**src/include/mem_sys_config.svh**
```systemverilog
`ifndef MEM_SYS_CONFIG_SVH
`define MEM_SYS_CONFIG_SVH

// Data port widths
`define MEM_SYS_ADDR_W 32
`define MEM_SYS_DATA_W 32
`define MEM_SYS_BE_W 4

// On-chip RAM window, 1 KiB
`define MEM_SYS_RAM_BASE 32'h0000_0000
`define MEM_SYS_RAM_WORDS 256

// Peripheral window, matched on the top nibble
`define MEM_SYS_PERIPH_BASE 32'h4000_0000
`define MEM_SYS_PERIPH_MASK 32'hF000_0000

`endif
```
**src/mem_sys_pkg.sv**
```systemverilog
package mem_sys_pkg;

    // Where a data access is sent
    typedef enum logic [1:0] {
        TGT_RAM    = 2'd0,
        TGT_PERIPH = 2'd1,
        TGT_NONE   = 2'd2
    } mem_target_t;

    // AXI BRESP / RRESP encoding
    typedef enum logic [1:0] {
        OKAY   = 2'b00,
        EXOKAY = 2'b01,
        SLVERR = 2'b10,
        DECERR = 2'b11
    } axi_resp_t;

endpackage

```
**src/resp_merge.sv**
```systemverilog
`timescale 1ns/10ps
`include "mem_sys_config.svh"

module resp_merge (
    input  logic                        Clk,
    input  logic                        rst_n_i,
    input  mem_sys_pkg::mem_target_t    tgt_i,
    input  logic                        ram_en_i,
    input  logic                        ram_we_i,
    input  logic [`MEM_SYS_DATA_W-1:0]  ram_rdata_i,
    input  logic                        axi_done_i,
    input  logic [`MEM_SYS_DATA_W-1:0]  axi_rdata_i,
    input  logic                        axi_err_i,
    output logic                        rsp_valid_o,
    output logic [`MEM_SYS_DATA_W-1:0]  rsp_rdata_o,
    output logic                        rsp_err_o,
    output logic                        rsp_done_o
);

    logic ram_pend_q;
    logic ram_wr_q;
    logic none_pend_q;

    // RAM data is out one cycle after ram_en
    always_ff @(posedge Clk) begin
        if (!rst_n_i) begin
            ram_pend_q  <= 1'b0;
            ram_wr_q    <= 1'b0;
            none_pend_q <= 1'b0;
        end else begin
            ram_pend_q  <= ram_en_i;
            ram_wr_q    <= ram_we_i;
            // Unmapped access answers on the cycle after it shows up
            none_pend_q <= (tgt_i == mem_sys_pkg::TGT_NONE) && !none_pend_q;
        end
    end

    always_comb begin
        rsp_valid_o = ram_pend_q || none_pend_q || axi_done_i;
        rsp_err_o   = none_pend_q || (axi_done_i && axi_err_i);
        rsp_rdata_o = '0;
        if (ram_pend_q && !ram_wr_q)
            rsp_rdata_o = ram_rdata_i;
        else if (axi_done_i && !axi_err_i)
            rsp_rdata_o = axi_rdata_i;
    end

    assign rsp_done_o = rsp_valid_o;

    ////////////////////////////////////////////////////////////
    // Checks
    ////////////////////////////////////////////////////////////
    a_one_source: assert property (
        @(posedge Clk) disable iff (!rst_n_i)
        $onehot0({ram_pend_q, none_pend_q, axi_done_i})
    );

    // AXI completion only for a peripheral access
    a_axi_tgt: assert property (
        @(posedge Clk) disable iff (!rst_n_i)
        axi_done_i |-> tgt_i == mem_sys_pkg::TGT_PERIPH
    );

endmodule

```
**config.mk**
```make
export PLATFORM = sky130hd
export DESIGN_NAME = resp_merge
export DESIGN_NICKNAME = d
export VERILOG_FILES = /design/src/mem_sys_pkg.sv /design/src/resp_merge.sv
export VERILOG_INCLUDE_DIRS = /design/src /design/src/include
export SDC_FILE = /design/constraint.sdc
export NUM_CORES = 1
export LEC_CHECK = 0
export BUFFER_PORTS_ARGS = -buffer_cell sky130_fd_sc_hd__buf_2
export CAP_MARGIN = 5
export CORE_ASPECT_RATIO = 1.25
export CORE_UTILIZATION = 33
export DETAILED_ROUTE_END_ITERATION = 16
export HOLD_SLACK_MARGIN = 0.08
export PLACE_DENSITY = 0.87
export SETUP_SLACK_MARGIN = 0.5
export SYNTH_ARGS = -nofsm -noshare
export SYNTH_HDL_FRONTEND = slang
export SYNTH_SLANG_ARGS = --single-unit
```
**constraint.sdc**
```tcl
create_clock -name Clk -period 2.85 [get_ports Clk]
set_clock_uncertainty 0.2 [all_clocks]
set_input_delay 0.285 -clock Clk [delete_from_list [all_inputs] [get_ports Clk]]
set_output_delay 0.285 -clock Clk [all_outputs]
set_load 0.02 [all_outputs]
```
======== Word-level counts from Yosys, hierarchy flattened ========
Cells that the tools add are included.
storage, ports and cells
  flip-flop bits (word level) ............. 3
  output and inout bits ................... 35
cells by class
  equality and inequality tests ........... 1
  mux-type cells .......................... 2
  reductions and logical operators ........ 10
operators by type and width
  cell                                   count
  2-to-1 mux 32 bit                      2
  logical AND 1 bit                      4
  zero test 1 bit                        3
  logical OR 1 bit                       3
  == test 2 bit (second input constant)  1

======== Longest topological paths before layout ========
  depth in word-level cells ............... 4
  depth in mapped cells ................... 4

======== Worst setup path after synthesis ========
Ideal clock, no wire load.
  path type ............................... flip-flop to output port
  from .................................... register ram_pend_q
  to ...................................... output rsp_valid_o
  arrival time ............................ 1143 ps
  data required time ...................... 2365 ps
  setup slack ............................. 1222 ps
  cell stages (with the launch flop) ...... 4
  cell sequence ........................... dfxtp_1 -> clkbuf_1 -> or3_1 -> buf_4
between the ends
  word-level cells in the longest chain between the ends .. 2
RTL lines
  item                            line              text
  from (decl)                     resp_merge.sv:20  logic ram_pend_q;
  from (signal assigned)          resp_merge.sv:31  ram_pend_q <= ram_en_i;
  logical OR 1 bit (2 in series)  resp_merge.sv:39  rsp_valid_o = ram_pend_q || none_pend_q || axi_done_i;
  to (decl)                       resp_merge.sv:14  output logic rsp_valid_o,
Every way passes these cells.

======== Worst setup path after layout ========
  from .................................... register ram_pend_q
  to ...................................... output rsp_rdata_o[6]
between the ends
  word-level cells in the longest chain between the ends .. 2
RTL lines
  item               line              text
  logical AND 1 bit  resp_merge.sv:42  if (ram_pend_q && !ram_wr_q)
  2-to-1 mux 32 bit  resp_merge.sv:42
  to (decl)          resp_merge.sv:15  output logic [`MEM_SYS_DATA_W-1:0] rsp_rdata_o,
Every way passes these cells.

==> summary.json <==
{
  "run_status": {
    "result_of_the_run": "finished clean"
  },
  "drt": {
    "detail_route.vias_per_cell": 5.03,
    "drt-wirelength-per-cell_microns": 11.4,
    "pre_repair_dr_iteration_count": 4,
    "totalWireLength_microns": 2550,
    "detailedRoute.firstIterationViolations": 16,
    "remaining_drc_errors": 0,
    "drtAntennaViolNets": 0,
    "dr_total_vias": 1126
  },
  "die": {
    "core_area_sq_um": 2190,
    "initial_core_util_pct": 34.6,
    "chipWidth_microns": 44.8,
    "chipHeight_microns": 55.5,
    "row_count": 19,
    "boundaryPins": 107,
    "floorplan.die_area_sq_um": 2490
  },
  "pwr": {
    "report.power.total_w": 0.000321,
    "p_leak_nw": 0.859,
    "irDropWorstVdd_v": 0.000277,
    "power.density_nw_per_um2": 238
  },
  "placement": {
    "place_ws_ps": 726,
    "detailed_place_hpwl_microns": 1890,
    "dp_cells": 215,
    "routabilityCongestion": 0.710,
    "port_buffers": 106
  },
  "sta": {
    "final-hold-violation-count": 0,
    "clock.fmax_ghz": 0.461,
    "totalNegativeSetupSlack_ps": 0,
    "setup_viol": 0,
    "fin_crit_ps": 2170,
    "postLayoutSetupSlackWorst_ps": 680,
    "maxSlewHeadroom_pct": 79.2,
    "setup_repair_after_global_routing_missed_its_margin": "no",
    "final_min_period_over_clock_period_pct": 76.1,
    "finalMaxSlewViolations": 0,
    "worst_pin_slew_ps": 312
  },
  "min_path": {
    "hold_class": "in2reg",
    "worstHoldPathCells": 2
  },
  "critical_path": {
    "critical-path-max-stage-delay_ps": 300,
    "worst_r2r_path_depth": 1,
    "cp_data_required_time_ps": 2370,
    "critical_path.max_fanout": 34,
    "cp_class": "reg2out",
    "cp_slowest_cell": "sky130_fd_sc_hd__dfxtp_1",
    "cp_common_cell": "sky130_fd_sc_hd__buf_4",
    "cp-start-kind": "register",
    "timing.critical_path.cells": "buf_4, nand2b_2, buf_4, a31o_1, buf_2",
    "cp-end-kind": "output port",
    "arrival_ps": 1680
  },
  "grt": {
    "grt_pass1_wl_microns": 3930,
    "grt.total_usage_pct": 20.1,
    "global_route.peak_usage_layer": "met2",
    "antenna_found_initial": 0,
    "grt_max_degree": 35,
    "grt_pass1_vias": 999,
    "use_met2_pct": 40.3,
    "met1_capacity_usage_during_global_routing_pct": 19.5,
    "gr-total-overflow": 0,
    "grt_util_met3_pct": 2.94
  },
  "run": {
    "maxCapViolations": 0
  },
  "logic_synthesis": {
    "synth.top_cell.area_share_pct": 37.0,
    "synth.ff_latch_count": 3,
    "synthTopCellsByArea": "sky130_fd_sc_hd__and3b_1, sky130_fd_sc_hd__a31o_1, sky130_fd_sc_hd__dfxtp_1, sky130_fd_sc_hd__buf_2, sky130_fd_sc_hd__buf_6",
    "distinct_cell_type_count_of_the_synthesized_netlist": 14,
    "synth.yosys.warnings": 0,
    "ys_seq_area_share_pct": 7.93,
    "netlist_area_sq_um": 757,
    "syn-instance-count": 88,
    "mappedNetlistNets": 160,
    "synth_top_area_cell": "sky130_fd_sc_hd__and3b_1",
    "synthesis.area_per_instance_sq_um": 8.60
  },
  "clocking": {
    "cell_at_the_root_of_the_clock_tree": "sky130_fd_sc_hd__clkbuf_4",
    "cts_setup_buffers": 0,
    "cts_max_path_buffers": 2,
    "clock_insertion_delay_worst_skew_ps": 230,
    "numCtsBuffers": 3,
    "clock_sink_count": 3,
    "tritoncts": "yes",
    "clock_transition_time_at_the_flip_flop_clock_pins_of_the_worst_setup_and_hold_paths_ps": 40,
    "cts.htree.levels": 1
  },
  "cells_and_area": {
    "fillCellCount": 229,
    "n_antenna_cell": 0,
    "post_route_non_filler_standard_cell_count": 224,
    "area.growth.synth_to_final_pct": 78.3,
    "layout-drive-gt1-share_pct": 60.6,
    "finish.net_count": 266
  }
}
logic make-up after synthesis:
kind of cell,after synthesis,synth area share (%)
AND/OR/NAND/NOR,38,42.5
buffers and inverters,14,11.6
flip-flops,3,7.93
AO/OA/AOI/OAI,33,38.0
placed cells by master, fill, tap and decap left out, drive strengths merged:
cell type / Yosys / routed
and3b: 32 / 32
dfxtp: 3 / 3
nand2b: 1 / 1
a21o: 1 / 1
and2: 2 / 2
or3: 1 / 1
nor2b: 1 / 1
clkbuf: 3 / 4
nor4bb: 1 / 1
dlygate4sd3: 0 / 5
buf: 11 / 110
a31o: 32 / 32
per-layer routing:
layer	wire, microns	vias up
li1	-	562
met5	0	-
met3	176	0
met4	0	0
met2	1380	53
met1	995	511
final timing paths:
kind	to	startpoint	slack, ps
setup reg to reg	none_pend_q	none_pend_q	1980
hold reg to reg	none_pend_q	none_pend_q	260
setup / recovery	rsp_rdata_o[6]	ram_pend_q	680
hold / removal	none_pend_q	tgt_i[1]	100
worst max-delay path, delay by kind of cell, from the launching register on:
kind	cells	cell delay (ps)
AO/OA/AOI/OAI	1	210
buffers and inverters	3	690
flip-flops	1	300
AND/OR/NAND/NOR	1	250
power by group:
group	switching, W	total [W]	internal (W)	leakage [nW]
Clock	0.0000219	0.0000743	0.0000525	0.0150
Combinational	0.000102	0.000202	0.000100	0.819
Sequential	0.000000927	0.0000453	0.0000443	0.0249
Total	0.000124	0.000321	0.000197	0.859
synth_stat cells:
cell type                   n
sky130_fd_sc_hd__nor2b_1    1
sky130_fd_sc_hd__and2_1     2
sky130_fd_sc_hd__and3b_1   32
sky130_fd_sc_hd__or3_1      1
sky130_fd_sc_hd__buf_2      7
sky130_fd_sc_hd__buf_6      3
sky130_fd_sc_hd__clkbuf_1   3
sky130_fd_sc_hd__nor4bb_1   1
sky130_fd_sc_hd__buf_4      1
sky130_fd_sc_hd__a31o_1    30
sky130_fd_sc_hd__nand2b_1   1
sky130_fd_sc_hd__a21o_1     1
sky130_fd_sc_hd__a31o_2     2
sky130_fd_sc_hd__dfxtp_1    3
per-stage QoR:
step                      cell area [sq um]  hold slack, ps  utilization, %
after detailed placement               1270             241            58.1
after CTS                              1350            95.6            61.7
final                                  1350             105            61.7
after global routing                   1350             104            61.7
after global placement                 1270             236            58.1
after floorplan                         757             163               -
state kept, by name (all words and copies together), names as in the netlist:
| signal | count |
|---|---|
| ram_wr_q | 1 |
| none_pend_q | 1 |
| ram_pend_q | 1 |
layout make-up:
class / instances / area, sq um / share of cell area [%]
Clock buffer: 4 / 26.3 / 1.95
Multi-Input combinational cell: 71 / 614 / 45.5
Sequential cell: 3 / 60.1 / 4.45
Tap cell: 31 / 38.8 / 2.87
Timing Repair Buffer: 115 / 611 / 45.2
repair_timing:
| action | in CTS | in global routing |
|---|---|---|
| endpoints found under the setup margin | 16 | 0 |
| gates resized for setup | 1 | 0 |
| hold buffers | 5 | 0 |
| hold endpoints to repair | 3 | 0 |
No activity file was read; power rests on OpenSTA's default activity.
