## config.mk

```make
export PLATFORM = sky130hd
export DESIGN_NAME = addr_decode
export DESIGN_NICKNAME = d
export VERILOG_FILES = /design/src/mem_sys_pkg.sv /design/src/addr_decode.sv
export VERILOG_INCLUDE_DIRS = /design/src /design/src/include
export SDC_FILE = /design/constraint.sdc
export NUM_CORES = 1
export LEC_CHECK = 0
export ABC_AREA = 0
export BUFFER_PORTS_ARGS = -buffer_cell sky130_fd_sc_hd__buf_2
export CAP_MARGIN = 20
export CORE_MARGIN = 2
export CORE_UTILIZATION = 38
export DETAILED_ROUTE_END_ITERATION = 8
export PLACE_DENSITY = 0.85
export REMOVE_ABC_BUFFERS = 1
export SLEW_MARGIN = 10
export SYNTH_ARGS = -nofsm -noshare
export SYNTH_HDL_FRONTEND = slang
export SYNTH_SLANG_ARGS = --single-unit
```

## constraint.sdc

```tcl
create_clock -name Clk -period 1.9 [get_ports Clk]
set_input_delay 0.475 -clock Clk [delete_from_list [all_inputs] [get_ports Clk]]
set_output_delay 0.475 -clock Clk [all_outputs]
set_load 0.01 [all_outputs]
```

## src/include/mem_sys_config.svh

```systemverilog
`ifndef MEM_SYS_CONFIG_SVH
`define MEM_SYS_CONFIG_SVH

// Data port widths
`define MEM_SYS_ADDR_W 32
`define MEM_SYS_DATA_W 32
`define MEM_SYS_BE_W 4

// On-chip RAM window, 1 KiB
`define MEM_SYS_RAM_BASE 32'h0000_0000
`define MEM_SYS_RAM_WORDS 256

// Peripheral window, matched on the top nibble
`define MEM_SYS_PERIPH_BASE 32'h4000_0000
`define MEM_SYS_PERIPH_MASK 32'hF000_0000

`endif
```

## src/mem_sys_pkg.sv

```systemverilog
package mem_sys_pkg;

    // Where a data access is sent
    typedef enum logic [1:0] {
        TGT_RAM    = 2'd0,
        TGT_PERIPH = 2'd1,
        TGT_NONE   = 2'd2
    } mem_target_t;

    // AXI BRESP / RRESP encoding
    typedef enum logic [1:0] {
        OKAY   = 2'b00,
        EXOKAY = 2'b01,
        SLVERR = 2'b10,
        DECERR = 2'b11
    } axi_resp_t;

endpackage

```

## src/addr_decode.sv

```systemverilog
`timescale 1ns/10ps
`include "mem_sys_config.svh"

module addr_decode (
    input  logic                        Clk,
    input  logic                        rst_n_i,
    input  logic                        req_i,
    input  logic                        we_i,
    input  logic [`MEM_SYS_ADDR_W-1:0]  addr_i,
    input  logic [`MEM_SYS_BE_W-1:0]    be_i,
    input  logic [`MEM_SYS_DATA_W-1:0]  wdata_i,
    input  logic                        rsp_done_i,
    output logic                        busy_o,
    output mem_sys_pkg::mem_target_t    tgt_o,
    output logic                        ram_en_o,
    output logic                        ram_we_o,
    output logic                        axi_start_rd_o,
    output logic                        axi_start_wr_o,
    output logic [`MEM_SYS_ADDR_W-1:0]  acc_addr_o,
    output logic [`MEM_SYS_BE_W-1:0]    acc_be_o,
    output logic [`MEM_SYS_DATA_W-1:0]  acc_wdata_o
);

    logic accept;
    logic in_ram;
    logic in_periph;

    assign accept    = req_i && !busy_o;
    assign in_ram    = (addr_i - `MEM_SYS_RAM_BASE) < (`MEM_SYS_RAM_WORDS * 4);
    assign in_periph = (addr_i & `MEM_SYS_PERIPH_MASK) ==
                       (`MEM_SYS_PERIPH_BASE & `MEM_SYS_PERIPH_MASK);

    ////////////////////////////////////////////////////////////
    // Control: busy, target and one-cycle strobes
    ////////////////////////////////////////////////////////////
    always_ff @(posedge Clk) begin
        if (!rst_n_i) begin
            busy_o         <= 1'b0;
            tgt_o          <= mem_sys_pkg::TGT_RAM;
            ram_en_o       <= 1'b0;
            ram_we_o       <= 1'b0;
            axi_start_rd_o <= 1'b0;
            axi_start_wr_o <= 1'b0;
        end else begin
            ram_en_o       <= accept && in_ram;
            ram_we_o       <= accept && in_ram && we_i;
            axi_start_rd_o <= accept && !in_ram && in_periph && !we_i;
            axi_start_wr_o <= accept && !in_ram && in_periph && we_i;
            if (accept) begin
                busy_o <= 1'b1;
                if (in_ram)
                    tgt_o <= mem_sys_pkg::TGT_RAM;
                else if (in_periph)
                    tgt_o <= mem_sys_pkg::TGT_PERIPH;
                else
                    tgt_o <= mem_sys_pkg::TGT_NONE;
            end else if (rsp_done_i) begin
                busy_o <= 1'b0;
                // Idle value, so each unmapped access shows as a new TGT_NONE
                tgt_o  <= mem_sys_pkg::TGT_RAM;
            end
        end
    end

    // Held access, for both RAM and AXI
    always_ff @(posedge Clk) begin
        if (accept) begin
            acc_addr_o  <= addr_i;
            acc_be_o    <= be_i;
            acc_wdata_o <= wdata_i;
        end
    end

    // Completion comes back only for an access in flight
    a_done_when_busy: assert property (
        @(posedge Clk) disable iff (!rst_n_i) rsp_done_i |-> busy_o
    );

endmodule

```

== Word-level counts from Yosys, hierarchy flattened ==
Cells that the tools add are included.

* Bits in writable memories: 0
* Output and inout bits: 75
* Flip-flop bits (word level): 75
* Logic and storage cells: 28
* Bits in latches: 0
* Memories kept: 0
* Input bits: 73
* Memory bits (read-only): 0

* Shift-type cells: 0
* Add/sub/neg operators: 0
* Equality and inequality tests: 1
* Reduce and logical (&&, ||, !) cells: 11
* Mux-type cells: 6
* Bitwise gates (word level): 0
* $lt $le $gt $ge: 1
* Multipliers: 0
* Div/mod/pow operators: 0

{| class="wikitable"
|+ Operators by type and width
! kind !! number
|-
| $lt A32 B11 Y1 const B || 1
|-
| $mux W2 || 4
|-
| $logic_and A1 B1 Y1 || 7
|-
| $eq A4 B3 Y1 const B || 1
|-
| $logic_not A1 Y1 || 3
|-
| $mux W1 || 2
|-
| $reduce_bool A2 Y1 || 1
|}

== Longest topological paths before layout ==
* Depth after elaboration: 5
* Depth in mapped cells: 5
* Gate-level depth less buffers: 4

== Least setup slack after synthesis ==
Ideal clock, no wire load.

* Kind: in2reg
* From: input port req_i
* To: register tgt_o[0]
* Setup slack: -9 ps
* Stages on the path: 5
* Required time: 1781 ps
* Arrival: 1790 ps
* Buffers on the path: 1
* Library setup time: 119 ps
* Cell sequence: nor2b_1 -> buf_2 -> nor3b_1 -> a31oi_1 -> nor2b_1

* Cells in the longest elaborated chain, start to end: 2
* Elaborated cells between the ends (all ways): 3
* Those cells by class: 1 x mux; 2 x reduce/logical

{| class="wikitable"
|+ RTL lines
! what !! RTL line !! source
|-
| from (decl) || addr_decode.sv:7 || <nowiki>input logic req_i,</nowiki>
|-
| $logic_and A1 B1 Y1 * || addr_decode.sv:28 || <nowiki>assign accept = req_i && !busy_o;</nowiki>
|-
| named net accept || addr_decode.sv:24 || <nowiki>logic accept;</nowiki>
|-
| $mux W2 / $reduce_bool A2 Y1 (equally long branches) || n/a ||
|-
| to (signal assigned) || addr_decode.sv:52 || <nowiki>tgt_o <= mem_sys_pkg::TGT_RAM;</nowiki>
|-
| to (signal assigned) || addr_decode.sv:54 || <nowiki>tgt_o <= mem_sys_pkg::TGT_PERIPH;</nowiki>
|-
| to (signal assigned) || addr_decode.sv:56 || <nowiki>tgt_o <= mem_sys_pkg::TGT_NONE;</nowiki>
|-
| to (decl) || addr_decode.sv:14 || <nowiki>output mem_sys_pkg::mem_target_t tgt_o,</nowiki>
|}

The timed path passes the listed nets; every way through them passes the cells marked *.
A chain may end at the register's enable or synchronous reset.

== Worst setup path in the final report ==
* From: register busy_o
* To: output port busy_o

{| class="wikitable"
|+ RTL lines
! what !! RTL line !! source
|-
| from (decl) || addr_decode.sv:13 || <nowiki>output logic busy_o,</nowiki>
|-
| from (signal assigned) || addr_decode.sv:38 || <nowiki>busy_o <= 1'b0;</nowiki>
|-
| from (signal assigned) || addr_decode.sv:50 || <nowiki>busy_o <= 1'b1;</nowiki>
|-
| from (signal assigned) || addr_decode.sv:58 || <nowiki>busy_o <= 1'b0;</nowiki>
|}

No word-level cell between the ends.

==> flow_metrics.env <==
export IMPL_status="complete, no violations"
export IMPL_antenna_left=0
export IMPL_p_switching_uw=761
export IMPL_drtIter0Drc=76
export IMPL_synthSimpleGateAreaFrac_pct=5.96
export IMPL_dpl_hpwl_um=4120
export IMPL_worstSetupPathType="flop to primary output"
export IMPL_io_buffers=147
export IMPL_crit_arrival_ns=0.92
export IMPL_period_minus_slack_ns=1.39
export IMPL_rsz0062_at_grt="false"
export IMPL_avgSynthCellArea_um2=23.3
export IMPL_end_kind="primary output"
export IMPL_syn_area_um2=2350
export IMPL_holdCritStartpoint="addr_i[6]"
export IMPL_grt_max_degree=52
export IMPL_min_period_over_period_pct=73.4
export IMPL_clockRootBuffer="clkbuf_8"
export IMPL_critPathLaunchType="flop"
export IMPL_overflow=0
export IMPL_place_area_um2=3220
export IMPL_wire_per_inst_um=15.7
export IMPL_grt_usage_pct=15.7
export IMPL_cts_buffer_depth=2
export IMPL_clock_sinks=75
export IMPL_die_y_um=82.6
export IMPL_nets=333
export IMPL_leakage_nw=1.44
export IMPL_synth_compound_area_share_pct=0.958
export IMPL_wl_um=5350
export IMPL_critPathBufInv=1
export IMPL_crit_path_cell_trace="buf_2"
export IMPL_required_ns=1.42
export IMPL_remaining_drc_errors=0
export IMPL_ir_drop_v=0.000480
export IMPL_crit_start="busy_o"
export IMPL_start_util_pct=39.5
export IMPL_synth_top_family_by_area="simple AND/OR/NAND/NOR gates"
export IMPL_slew_viol_final=0
export IMPL_cts_resized=0
export IMPL_pwr_share_comb_pct=8.6
export IMPL_clkPwrFrac_pct=34.7
export IMPL_synth_distinct_cells=17
export IMPL_post_cts_buffers=0
export IMPL_drt_first_pass_iters=4
export IMPL_design_area_um2=3420
export IMPL_fp_coreArea_um2=5960
export IMPL_worst_pin_slew_ns=0.249
export IMPL_io_pins=148
export IMPL_synth_cells=101
export IMPL_clkSlewWorstSetupHoldPaths_ns=0.08
export IMPL_htreeDepth=3
export IMPL_via_per_inst=4.49
export IMPL_finalSetupViolCount=0
export IMPL_synth_fa_ha_area_share_pct=0
export IMPL_syn_to_final_growth_pct=45.4
export IMPL_cts_hold_buf=0
export IMPL_critical_path_top_delay_family="flip-flops"
export IMPL_grt_pass1_wl_um=7450
export IMPL_grt_pass1_vias=1483
export IMPL_antenna_found_initial=0
export IMPL_p_int_mw=2.65
export IMPL_synth_mux_area_share_pct=0
export IMPL_p_sw_share_pct=22.4
export IMPL_p_seq_share_pct=56.8
export IMPL_insertion_delay_ns=0.34
export IMPL_numCtsBuffers=9
export IMPL_final_cell_mix="buf_2, edfxtp_1, clkbuf_8"
export IMPL_hold_violations=0
export IMPL_drive_gt1_share_pct=63.4
export IMPL_fillCellCount=510
export IMPL_fin_skew_ns=0.00887
export IMPL_dieArea_um2=6830
export IMPL_hold_path_class="input pin to flop"
export IMPL_row_count=28
export IMPL_slowest_stage="dfxtp_1"
export IMPL_cts_tree="done"
export IMPL_gp_congestion=0.749
export IMPL_powerDensity_nw_per_um2=997
export IMPL_power_mw=3.41
export IMPL_crit_fanout=4
export IMPL_drv_cap=0
export IMPL_slew_headroom_pct=83.3
export IMPL_whs_ns=0.303
export IMPL_cpPeakStageDelay_ns=0.42
export IMPL_ys_seq_area_share_pct=92.9
export IMPL_synth_seq_cells=75
export IMPL_vias=1528
export IMPL_fmax_mhz=717
export IMPL_ys_warn_count=0
export IMPL_final_common_cell="buf_2"
export IMPL_die_x_um=82.6
export IMPL_synth_xor_area_share_pct=0
export IMPL_r2r_start="busy_o"
export IMPL_antenna_cells=0
==> worst register-to-register path, cell delays in order, from the launching register on <==
cell and delay [ns]:
dfxtp_1 0.36, nor2b_4 0.18, buf_12 0.27, nand2_1 0.12, nor3_1 0.18
==> path summary, 6_finish.rpt <==
check                  endpoint  slack (ns)  cells past startpoint
setup / recovery         busy_o        0.51                      1
hold / removal    acc_addr_o[6]        0.30                      1
setup reg to reg       ram_en_o        0.72                      4
hold reg to reg        tgt_o[1]        0.54                      2
==> cell usage after synthesis, drive strengths merged <==
master   n  area share [%]
nor3b    1            0.32
nor3     5             1.5
buf      1            0.21
nor2     2            0.32
nor2b    2            0.53
nor4     4             1.6
o22ai    1            0.27
nand3b   1            0.32
o211a    1            0.43
nand2    4            0.64
nand4    1            0.27
a31oi    1            0.27
edfxtp  68              87
nand3    2            0.43
dfxtp    7             6.0
==> layer usage <==
metal | wire length, µm | vias to the layer above | GRT usage (%)
li1 | - | 721 | -
met1 | 2080 | 723 | 17.8
met2 | 2680 | 78 | 25.6
met3 | 547 | 6 | 8.15
met4 | 42 | 0 | 4.92
met5 | 0 | - | 0
==> power by group through the flow <==
| stage | clock, mW | combinational (mW) | sequential (mW) |
|---|---|---|---|
| 2_1_floorplan | 0 | 0.0426 | 2.03 |
| 3_3_place_gp | 0 | 0.288 | 1.97 |
| 3_5_place_dp | 0 | 0.296 | 1.97 |
| 4_1_cts | 1.21 | 0.297 | 1.94 |
| 5_1_grt | 1.27 | 0.321 | 1.94 |
| 6_report | 1.18 | 0.292 | 1.93 |
==> metrics by stage <==
stage	cells	setup TNS [ns]	setup slack, ns	util [%]
global route	340	0	0.431	57.4
CTS	340	0	0.490	57.4
global placement	324	0	0.454	54.1
floorplan	100	-167.45	-2.38	-
finish	340	0	0.505	57.4
detailed placement	324	0	0.422	54.1
==> sequential cells by signal, summed over array words and instances (netlist names) <==
name / flops
acc_addr_o: 32
ram_en_o: 1
ram_we_o: 1
acc_be_o: 4
axi_start_rd_o: 1
busy_o: 1
tgt_o: 2
acc_wdata_o: 32
axi_start_wr_o: 1
==> cell families (layout without fill, tap and decap cells) <==
logic type             count (synthesis)  count (layout)
and+or+nand+nor                       22              22
AOI/OAI and AO/OA                      3               3
DFF                                   75              75
buffers and inverters                  1             165
==> final cells by class <==
| cell class | instances | area (µm²) | share of cell area, % |
|---|---|---|---|
| Timing Repair Buffer | 149 | 776 | 22.7 |
| Tap cell | 75 | 93.8 | 2.75 |
| Multi-Input combinational cell | 25 | 170 | 4.98 |
| Clock inverter | 6 | 66.3 | 1.94 |
| Sequential cell | 75 | 2180 | 63.9 |
| Clock buffer | 10 | 128 | 3.74 |
Power figures use the tool's default switching activity.
