File: config.mk
export PLATFORM = sky130hd
export DESIGN_NAME = axi_lite_master
export DESIGN_NICKNAME = d
export VERILOG_FILES = /design/src/mem_sys_pkg.sv /design/src/axi_lite_master.sv
export VERILOG_INCLUDE_DIRS = /design/src /design/src/include
export SDC_FILE = /design/constraint.sdc
export NUM_CORES = 1
export LEC_CHECK = 0
export BUFFER_PORTS_ARGS = -buffer_cell sky130_fd_sc_hd__buf_2
export CORE_AREA = 2 2 97 99
export DETAILED_ROUTE_END_ITERATION = 10
export DIE_AREA = 0 0 99 101
export GPL_TIMING_DRIVEN = 1
export PLACE_DENSITY = 0.83
export SYNTH_ARGS = -nofsm -noshare
export SYNTH_HDL_FRONTEND = slang
export SYNTH_SLANG_ARGS = --single-unit
File: constraint.sdc
create_clock -name Clk -period 4.3 [get_ports Clk]
set_input_delay 0.43 -clock Clk [delete_from_list [all_inputs] [get_ports Clk]]
set_output_delay 0.43 -clock Clk [all_outputs]
set_load 0.005 [all_outputs]
File: src/include/mem_sys_config.svh
`ifndef MEM_SYS_CONFIG_SVH
`define MEM_SYS_CONFIG_SVH

// Data port widths
`define MEM_SYS_ADDR_W 32
`define MEM_SYS_DATA_W 32
`define MEM_SYS_BE_W 4

// On-chip RAM window, 1 KiB
`define MEM_SYS_RAM_BASE 32'h0000_0000
`define MEM_SYS_RAM_WORDS 256

// Peripheral window, matched on the top nibble
`define MEM_SYS_PERIPH_BASE 32'h4000_0000
`define MEM_SYS_PERIPH_MASK 32'hF000_0000

`endif
File: src/mem_sys_pkg.sv
package mem_sys_pkg;

    // Where a data access is sent
    typedef enum logic [1:0] {
        TGT_RAM    = 2'd0,
        TGT_PERIPH = 2'd1,
        TGT_NONE   = 2'd2
    } mem_target_t;

    // AXI BRESP / RRESP encoding
    typedef enum logic [1:0] {
        OKAY   = 2'b00,
        EXOKAY = 2'b01,
        SLVERR = 2'b10,
        DECERR = 2'b11
    } axi_resp_t;

endpackage

File: src/axi_lite_master.sv
`timescale 1ns/10ps
`include "mem_sys_config.svh"

module axi_lite_master (
    input  logic                        Clk,
    input  logic                        rst_n_i,
    input  logic                        start_rd_i,
    input  logic                        start_wr_i,
    input  logic [`MEM_SYS_ADDR_W-1:0]  addr_i,
    input  logic [`MEM_SYS_BE_W-1:0]    be_i,
    input  logic [`MEM_SYS_DATA_W-1:0]  wdata_i,
    output logic                        done_o,
    output logic [`MEM_SYS_DATA_W-1:0]  rdata_o,
    output logic                        err_o,
    // Write address / data / response
    output logic [`MEM_SYS_ADDR_W-1:0]  m_axi_awaddr_o,
    output logic                        m_axi_awvalid_o,
    input  logic                        m_axi_awready_i,
    output logic [`MEM_SYS_DATA_W-1:0]  m_axi_wdata_o,
    output logic [`MEM_SYS_BE_W-1:0]    m_axi_wstrb_o,
    output logic                        m_axi_wvalid_o,
    input  logic                        m_axi_wready_i,
    input  mem_sys_pkg::axi_resp_t      m_axi_bresp_i,
    input  logic                        m_axi_bvalid_i,
    output logic                        m_axi_bready_o,
    // Read address / data
    output logic [`MEM_SYS_ADDR_W-1:0]  m_axi_araddr_o,
    output logic                        m_axi_arvalid_o,
    input  logic                        m_axi_arready_i,
    input  logic [`MEM_SYS_DATA_W-1:0]  m_axi_rdata_i,
    input  mem_sys_pkg::axi_resp_t      m_axi_rresp_i,
    input  logic                        m_axi_rvalid_i,
    output logic                        m_axi_rready_o
);

    typedef enum logic [1:0] {
        ST_IDLE,
        ST_WRITE,
        ST_READ
    } state_t;

    state_t                     state_q;
    logic [`MEM_SYS_ADDR_W-1:0] addr_q;
    logic                       start;
    logic                       b_hs;
    logic                       r_hs;

    assign start = (start_rd_i || start_wr_i) && (state_q == ST_IDLE);
    assign b_hs  = m_axi_bvalid_i && m_axi_bready_o;
    assign r_hs  = m_axi_rvalid_i && m_axi_rready_o;

    // One address register serves both channels
    assign m_axi_awaddr_o = addr_q;
    assign m_axi_araddr_o = addr_q;

    ////////////////////////////////////////////////////////////
    // Channel FSM
    ////////////////////////////////////////////////////////////
    always_ff @(posedge Clk) begin
        if (!rst_n_i) begin
            state_q         <= ST_IDLE;
            m_axi_awvalid_o <= 1'b0;
            m_axi_wvalid_o  <= 1'b0;
            m_axi_bready_o  <= 1'b0;
            m_axi_arvalid_o <= 1'b0;
            m_axi_rready_o  <= 1'b0;
            done_o          <= 1'b0;
            err_o           <= 1'b0;
        end else begin
            done_o <= 1'b0;
            case (state_q)
                ST_IDLE: begin
                    if (start_wr_i) begin
                        state_q         <= ST_WRITE;
                        m_axi_awvalid_o <= 1'b1;
                        m_axi_wvalid_o  <= 1'b1;
                        m_axi_bready_o  <= 1'b1;
                    end else if (start_rd_i) begin
                        state_q         <= ST_READ;
                        m_axi_arvalid_o <= 1'b1;
                        m_axi_rready_o  <= 1'b1;
                    end
                end
                ST_WRITE: begin
                    // AW and W complete on their own
                    if (m_axi_awready_i)
                        m_axi_awvalid_o <= 1'b0;
                    if (m_axi_wready_i)
                        m_axi_wvalid_o <= 1'b0;
                    if (b_hs) begin
                        m_axi_bready_o <= 1'b0;
                        done_o         <= 1'b1;
                        err_o          <= (m_axi_bresp_i != mem_sys_pkg::OKAY);
                        state_q        <= ST_IDLE;
                    end
                end
                ST_READ: begin
                    if (m_axi_arready_i)
                        m_axi_arvalid_o <= 1'b0;
                    if (r_hs) begin
                        m_axi_rready_o <= 1'b0;
                        done_o         <= 1'b1;
                        err_o          <= (m_axi_rresp_i != mem_sys_pkg::OKAY);
                        state_q        <= ST_IDLE;
                    end
                end
                default: state_q <= ST_IDLE;
            endcase
        end
    end

    // Payload, held until the access is done
    always_ff @(posedge Clk) begin
        if (start) begin
            addr_q        <= addr_i;
            m_axi_wdata_o <= wdata_i;
            m_axi_wstrb_o <= be_i;
            // Writes return zero data
            rdata_o       <= '0;
        end else if (r_hs) begin
            rdata_o <= m_axi_rdata_i;
        end
    end

    ////////////////////////////////////////////////////////////
    // Valid held with stable payload until ready
    ////////////////////////////////////////////////////////////
    a_aw_stable: assert property (
        @(posedge Clk) disable iff (!rst_n_i)
        m_axi_awvalid_o && !m_axi_awready_i |=> m_axi_awvalid_o && $stable(m_axi_awaddr_o)
    );

    a_w_stable: assert property (
        @(posedge Clk) disable iff (!rst_n_i)
        m_axi_wvalid_o && !m_axi_wready_i |=>
            m_axi_wvalid_o && $stable(m_axi_wdata_o) && $stable(m_axi_wstrb_o)
    );

    a_ar_stable: assert property (
        @(posedge Clk) disable iff (!rst_n_i)
        m_axi_arvalid_o && !m_axi_arready_i |=> m_axi_arvalid_o && $stable(m_axi_araddr_o)
    );

endmodule

=== Word-level counts from Yosys, hierarchy flattened ===
Index checks and enable logic that the tools add are counted.

* Logic and storage cells: 64
* Bits in latches: 0
* Memories kept: 0
* Memory bits (read-only): 0
* Output and inout bits: 139
* Register bits after elaboration: 109
* Bits in writable memories: 0

* Shift-type cells: 0
* $lt $le $gt $ge: 0
* Div/mod/pow operators: 0
* Eq/ne operators: 11
* $add $sub $neg: 0
* Multiply operators: 0
* Reduce and logical (&&, ||, !) cells: 17
* Muxes and demuxes: 24
* Bitwise operators: 0

{| class="wikitable"
|+ Operators with widths
! cell !! count
|-
| inequality test 2 bit (second input constant) || 8
|-
| AND reduction 3 bit || 5
|-
| one-hot mux 1 bit (2 select lines) || 7
|-
| two-way mux 1 bit || 12
|-
| nonzero test 2 bit || 5
|-
| two-way mux 2 bit || 4
|-
| AND reduction 4 bit || 2
|-
| one-hot mux 2 bit (3 select lines) || 1
|-
| logical AND 1 bit || 3
|-
| inequality test 3 bit (second input constant) || 1
|-
| equality test 2 x 1 -> 1 bit (second input constant) || 1
|-
| equality test 2 bit (second input constant) || 1
|-
| zero test 2 bit || 1
|-
| logical OR 1 bit || 1
|}

=== Longest topological paths before layout ===
* Depth after elaboration: 3
* Mapped depth: 6
* Depth with buffers taken out: 6

=== Worst setup path after synthesis ===
Ideal clock, no wire load.

* Path kind: register to register
* Start: register state_q[0]
* End: register addr_q[0] (netlist: m_axi_araddr_o[0]), enable pin
* Arrival time: 1.837 ns
* Setup slack: 2.065 ns
* Buffers on the path: 1
* Cell stages (with the launch flop): 6
* Clock period less this slack: 2.235 ns
* Setup time: 0.398 ns
* Path through: dfxtp_1 -> inv_1 -> ha_1 -> inv_1 -> nor2_2 -> buf_2

* Word-level cells in the longest chain between the ends: 2

{| class="wikitable"
|+ RTL lines
! element !! RTL line !! RTL
|-
| start, declared || axi_lite_master.sv:42 || <nowiki>state_t state_q;</nowiki>
|-
| start signal, assigned || axi_lite_master.sv:61 || <nowiki>state_q <= ST_IDLE;</nowiki>
|-
| start signal, assigned || axi_lite_master.sv:74 || <nowiki>state_q <= ST_WRITE;</nowiki>
|-
| start signal, assigned || axi_lite_master.sv:79 || <nowiki>state_q <= ST_READ;</nowiki>
|-
| zero test 2 bit || axi_lite_master.sv:48 || <nowiki>assign start = (start_rd_i || start_wr_i) && (state_q == ST_IDLE);</nowiki>
|-
| logical AND 1 bit || axi_lite_master.sv:48 ||
|-
| named net start || axi_lite_master.sv:44 || <nowiki>logic start;</nowiki>
|-
| end signal, assigned || axi_lite_master.sv:115 || <nowiki>addr_q <= addr_i;</nowiki>
|-
| end, declared || axi_lite_master.sv:43 || <nowiki>logic [`MEM_SYS_ADDR_W-1:0] addr_q;</nowiki>
|}

The timed path passes the listed nets, and every way through them passes these cells.
A chain may end at the register's enable or synchronous reset.

=== Final worst setup path ===
* Start: register state_q[0]
* End: register addr_q[10] (netlist: m_axi_araddr_o[10]), enable pin

* Word-level cells in the longest chain between the ends: 2

{| class="wikitable"
|+ RTL lines
! element !! RTL line
|-
| zero test 2 bit || axi_lite_master.sv:48
|-
| logical AND 1 bit || axi_lite_master.sv:48
|}

No other way between the ends.

==> flow_summary.json <==
{
  "multi_input_area_um2": 764,
  "avgRoutedWirePerCell_um": 14.6,
  "root_buffer": "clkbuf_8",
  "gr-total-overflow": 0,
  "ys_types": 31,
  "p_clk_share_pct": 22.1,
  "regArea_um2": 2860,
  "dp_cells": 627,
  "worstSetupEndpointType": "flop",
  "status": "finished, final reports clean",
  "port_buffers": 251,
  "clock_skew_ns": 0.0101,
  "track_usage_pct": 17.7,
  "ctsHoldBuffers": 0,
  "slew_headroom_pct": 21.2,
  "clockBufferDepth": 2,
  "clk_pin_slew_ns": 0.11,
  "avgViaCountPerCell": 4.73,
  "setup_tns_ns": 0,
  "nFillCells": 731,
  "syn_nets": 425,
  "hold_viol": 0,
  "grt_antenna_before_repair": 0,
  "setup_viol_count_final": 0,
  "cts_tree": "built",
  "crit_buf_inv": 3,
  "power_frac_comb_pct": 23.2,
  "instances_no_fill": 642,
  "initial_utilization_pct": 44.1,
  "nNetsFinal": 645,
  "max_slew.worst_pin.slew_ns": 1.18,
  "yosysTopAreaCell": "edfxtp_1",
  "drive_above_1_share_pct": 51.0,
  "period_minus_slack_ns": 2.18,
  "powerDensity_nw_per_um2": 487,
  "cts_resized": 0,
  "gp_congestion": 0.848,
  "finalCritPeriodShare_pct": 50.7,
  "pin_count": 252,
  "hold_path_class": "in -> reg",
  "row_count": 35,
  "cp_max_fo": 27,
  "clk_latency_ns": 0.35,
  "critPathSlowestCell": "nor2_4",
  "synth.avg_cell_area_um2": 12.9,
  "ys_seq_area_share_pct": 72.3,
  "switching_share_pct": 29.5,
  "power_mw": 2.55,
  "syn_area_um2": 3960,
  "post-cts-setup-buffer-count": 0,
  "crit_top_cell": "inv_1",
  "h-tree-depth": 3,
  "grt_pass1_vias": 2918,
  "ys.flop_type": "edfxtp_1",
  "drc": 0,
  "maxCapViolCount": 0,
  "vias": 3035,
  "power_switching_mw": 0.752,
  "wirelength_um": 9370,
  "rsz0062_at_grt": "no",
  "internal_power_mw": 1.80,
  "cellLeakagePower_nw": 2.39,
  "numCtsBuffers": 9,
  "cp.required_ns": 4.33,
  "synthArstFlopShare_pct": 0,
  "dp_hpwl_um": 7080,
  "maxSlewViolCount": 0,
  "ir_drop_v": 0.000187,
  "die_h_um": 101,
  "arrival_ns": 2.20,
  "synthTopCellsByArea": "edfxtp_1 (52%), dfxtp_1 (21%), nand2_1 (7.3%), buf_4 (6.3%), a21oi_1 (4.7%)",
  "drtAntennaViolNets": 0,
  "synthCells": 307,
  "clock_sinks": 109,
  "sequentialPowerShare_pct": 54.7,
  "coreArea_um2": 8980,
  "grt_max_degree": 50,
  "yosysTopAreaCellShare_pct": 51.6,
  "synth_most_common_cell": "nand2_1",
  "die_w_um": 99,
  "crit_chain": "inv_1, ha_1, inv_1, nor2_4, buf_4",
  "drtIter0Drc": 95,
  "die-area_um2": 10000,
  "cpPeakStageDelay_ns": 0.53,
  "syn_to_final_growth_pct": 32.3,
  "synthTopCellsByCount": "nand2_1 (77), edfxtp_1 (68), dfxtp_1 (41), a21oi_1 (37), buf_4 (33)",
  "worstSetupPathType": "reg -> reg",
  "startpoint_type": "flop",
  "synth_edf_count": 68,
  "grt_pass1_wl_um": 13900,
  "timing.fmax_mhz": 459,
  "antenna_cells": 0,
  "dr.pass1.iters": 4,
  "crit_family": "buffers and inverters",
  "yosys_register_bits": 109,
  "yosys_warnings": 0
}
-- state kept, by name (all words and copies together), names as in the netlist, 2 cells and up --
register,flops
m_axi_wdata_o,32
m_axi_wstrb_o,4
m_axi_araddr_o,32
state_q,2
rdata_o,32
-- cells by family after synthesis --
group	count (synthesis)	share of synthesized area [%]
flops	109	72.3
buf+inv	48	8.47
simple gates	90	9.04
compound gates	54	8.32
mux	1	0.253
fa+ha+maj	5	1.58
-- final timing paths --
path,startpoint,to,slack (ns),cells after the start
worst min register to register,rdata_o[30],rdata_o[30],0.46,2
worst max-delay path,state_q[0],m_axi_araddr_o[10],2.12,5
worst max register to register,state_q[0],m_axi_araddr_o[10],2.12,5
worst min-delay path,be_i[2],m_axi_wstrb_o[2],0.24,1
-- layout by cell type, fill, tap and decap left out --
master,synthesis,routed
buf_2,7,251
nand2_1,77,77
edfxtp_1,68,68
dfxtp_1,41,41
a21oi_1,37,37
clkbuf_8,0,9
nor2_1,5,5
ha_1,5,5
inv_1,4,4
o21ai_1,3,3
and2_1,2,2
nor2b_1,2,2
o211a_1,2,2
a21boi_0,2,2
clkinvlp_4,0,2
inv_6,0,2
nor2_4,0,1
nand2_2,1,1
a22o_1,1,1
a22oi_4,1,1
nand4_1,1,1
a32oi_1,1,1
o311ai_1,1,1
o21ai_2,1,1
mux2i_1,1,1
nand2b_1,1,1
o211ai_1,1,1
a21boi_1,1,1
a31oi_1,1,1
o21a_1,1,1
o2bb2ai_1,1,1
inv_8,0,1
clkinv_1,0,1
buf_12,0,1
buf_4,33,1
-- cell type report --
cell class | count | area share [%]
tap | 111 | 2.65
timing repair buffer | 253 | 24.5
multi-input combinational | 150 | 14.6
clock buffer | 9 | 2.37
inverter | 4 | 0.287
clock inverter | 6 | 0.908
sequential | 109 | 54.7
-- stage by stage --
stage | area [um^2] | hold WS (ns) | util, % | setup slack, ns
after floorplan | 3960 | 0.453 | - | 2.06
after global placement | 5060 | 0.440 | 56.4 | 2.22
after detailed placement | 5060 | 0.443 | 56.4 | 2.16
after CTS | 5240 | 0.210 | 58.3 | 2.12
after global routing | 5240 | 0.207 | 58.3 | 1.92
final | 5240 | 0.238 | 58.3 | 2.12
-- per-layer routing --
layer,track usage [%],routed length (um),vias up
li1,-,-,1456
met1,19.5,3320,1416
met2,32.6,5150,153
met3,4.51,775,10
met4,7.17,122,0
met5,0,0,-
-- power groups by stage --
stage / combinational, mW / clock [mW] / sequential (mW)
5_1_grt: 0.654 / 0.628 / 1.41
4_1_cts: 0.600 / 0.587 / 1.40
3_5_place_dp: 0.599 / 0 / 1.42
3_3_place_gp: 0.583 / 0 / 1.41
6_report: 0.591 / 0.564 / 1.40
2_1_floorplan: 0.316 / 0 / 1.44
No activity file was read; power rests on OpenSTA's default activity.
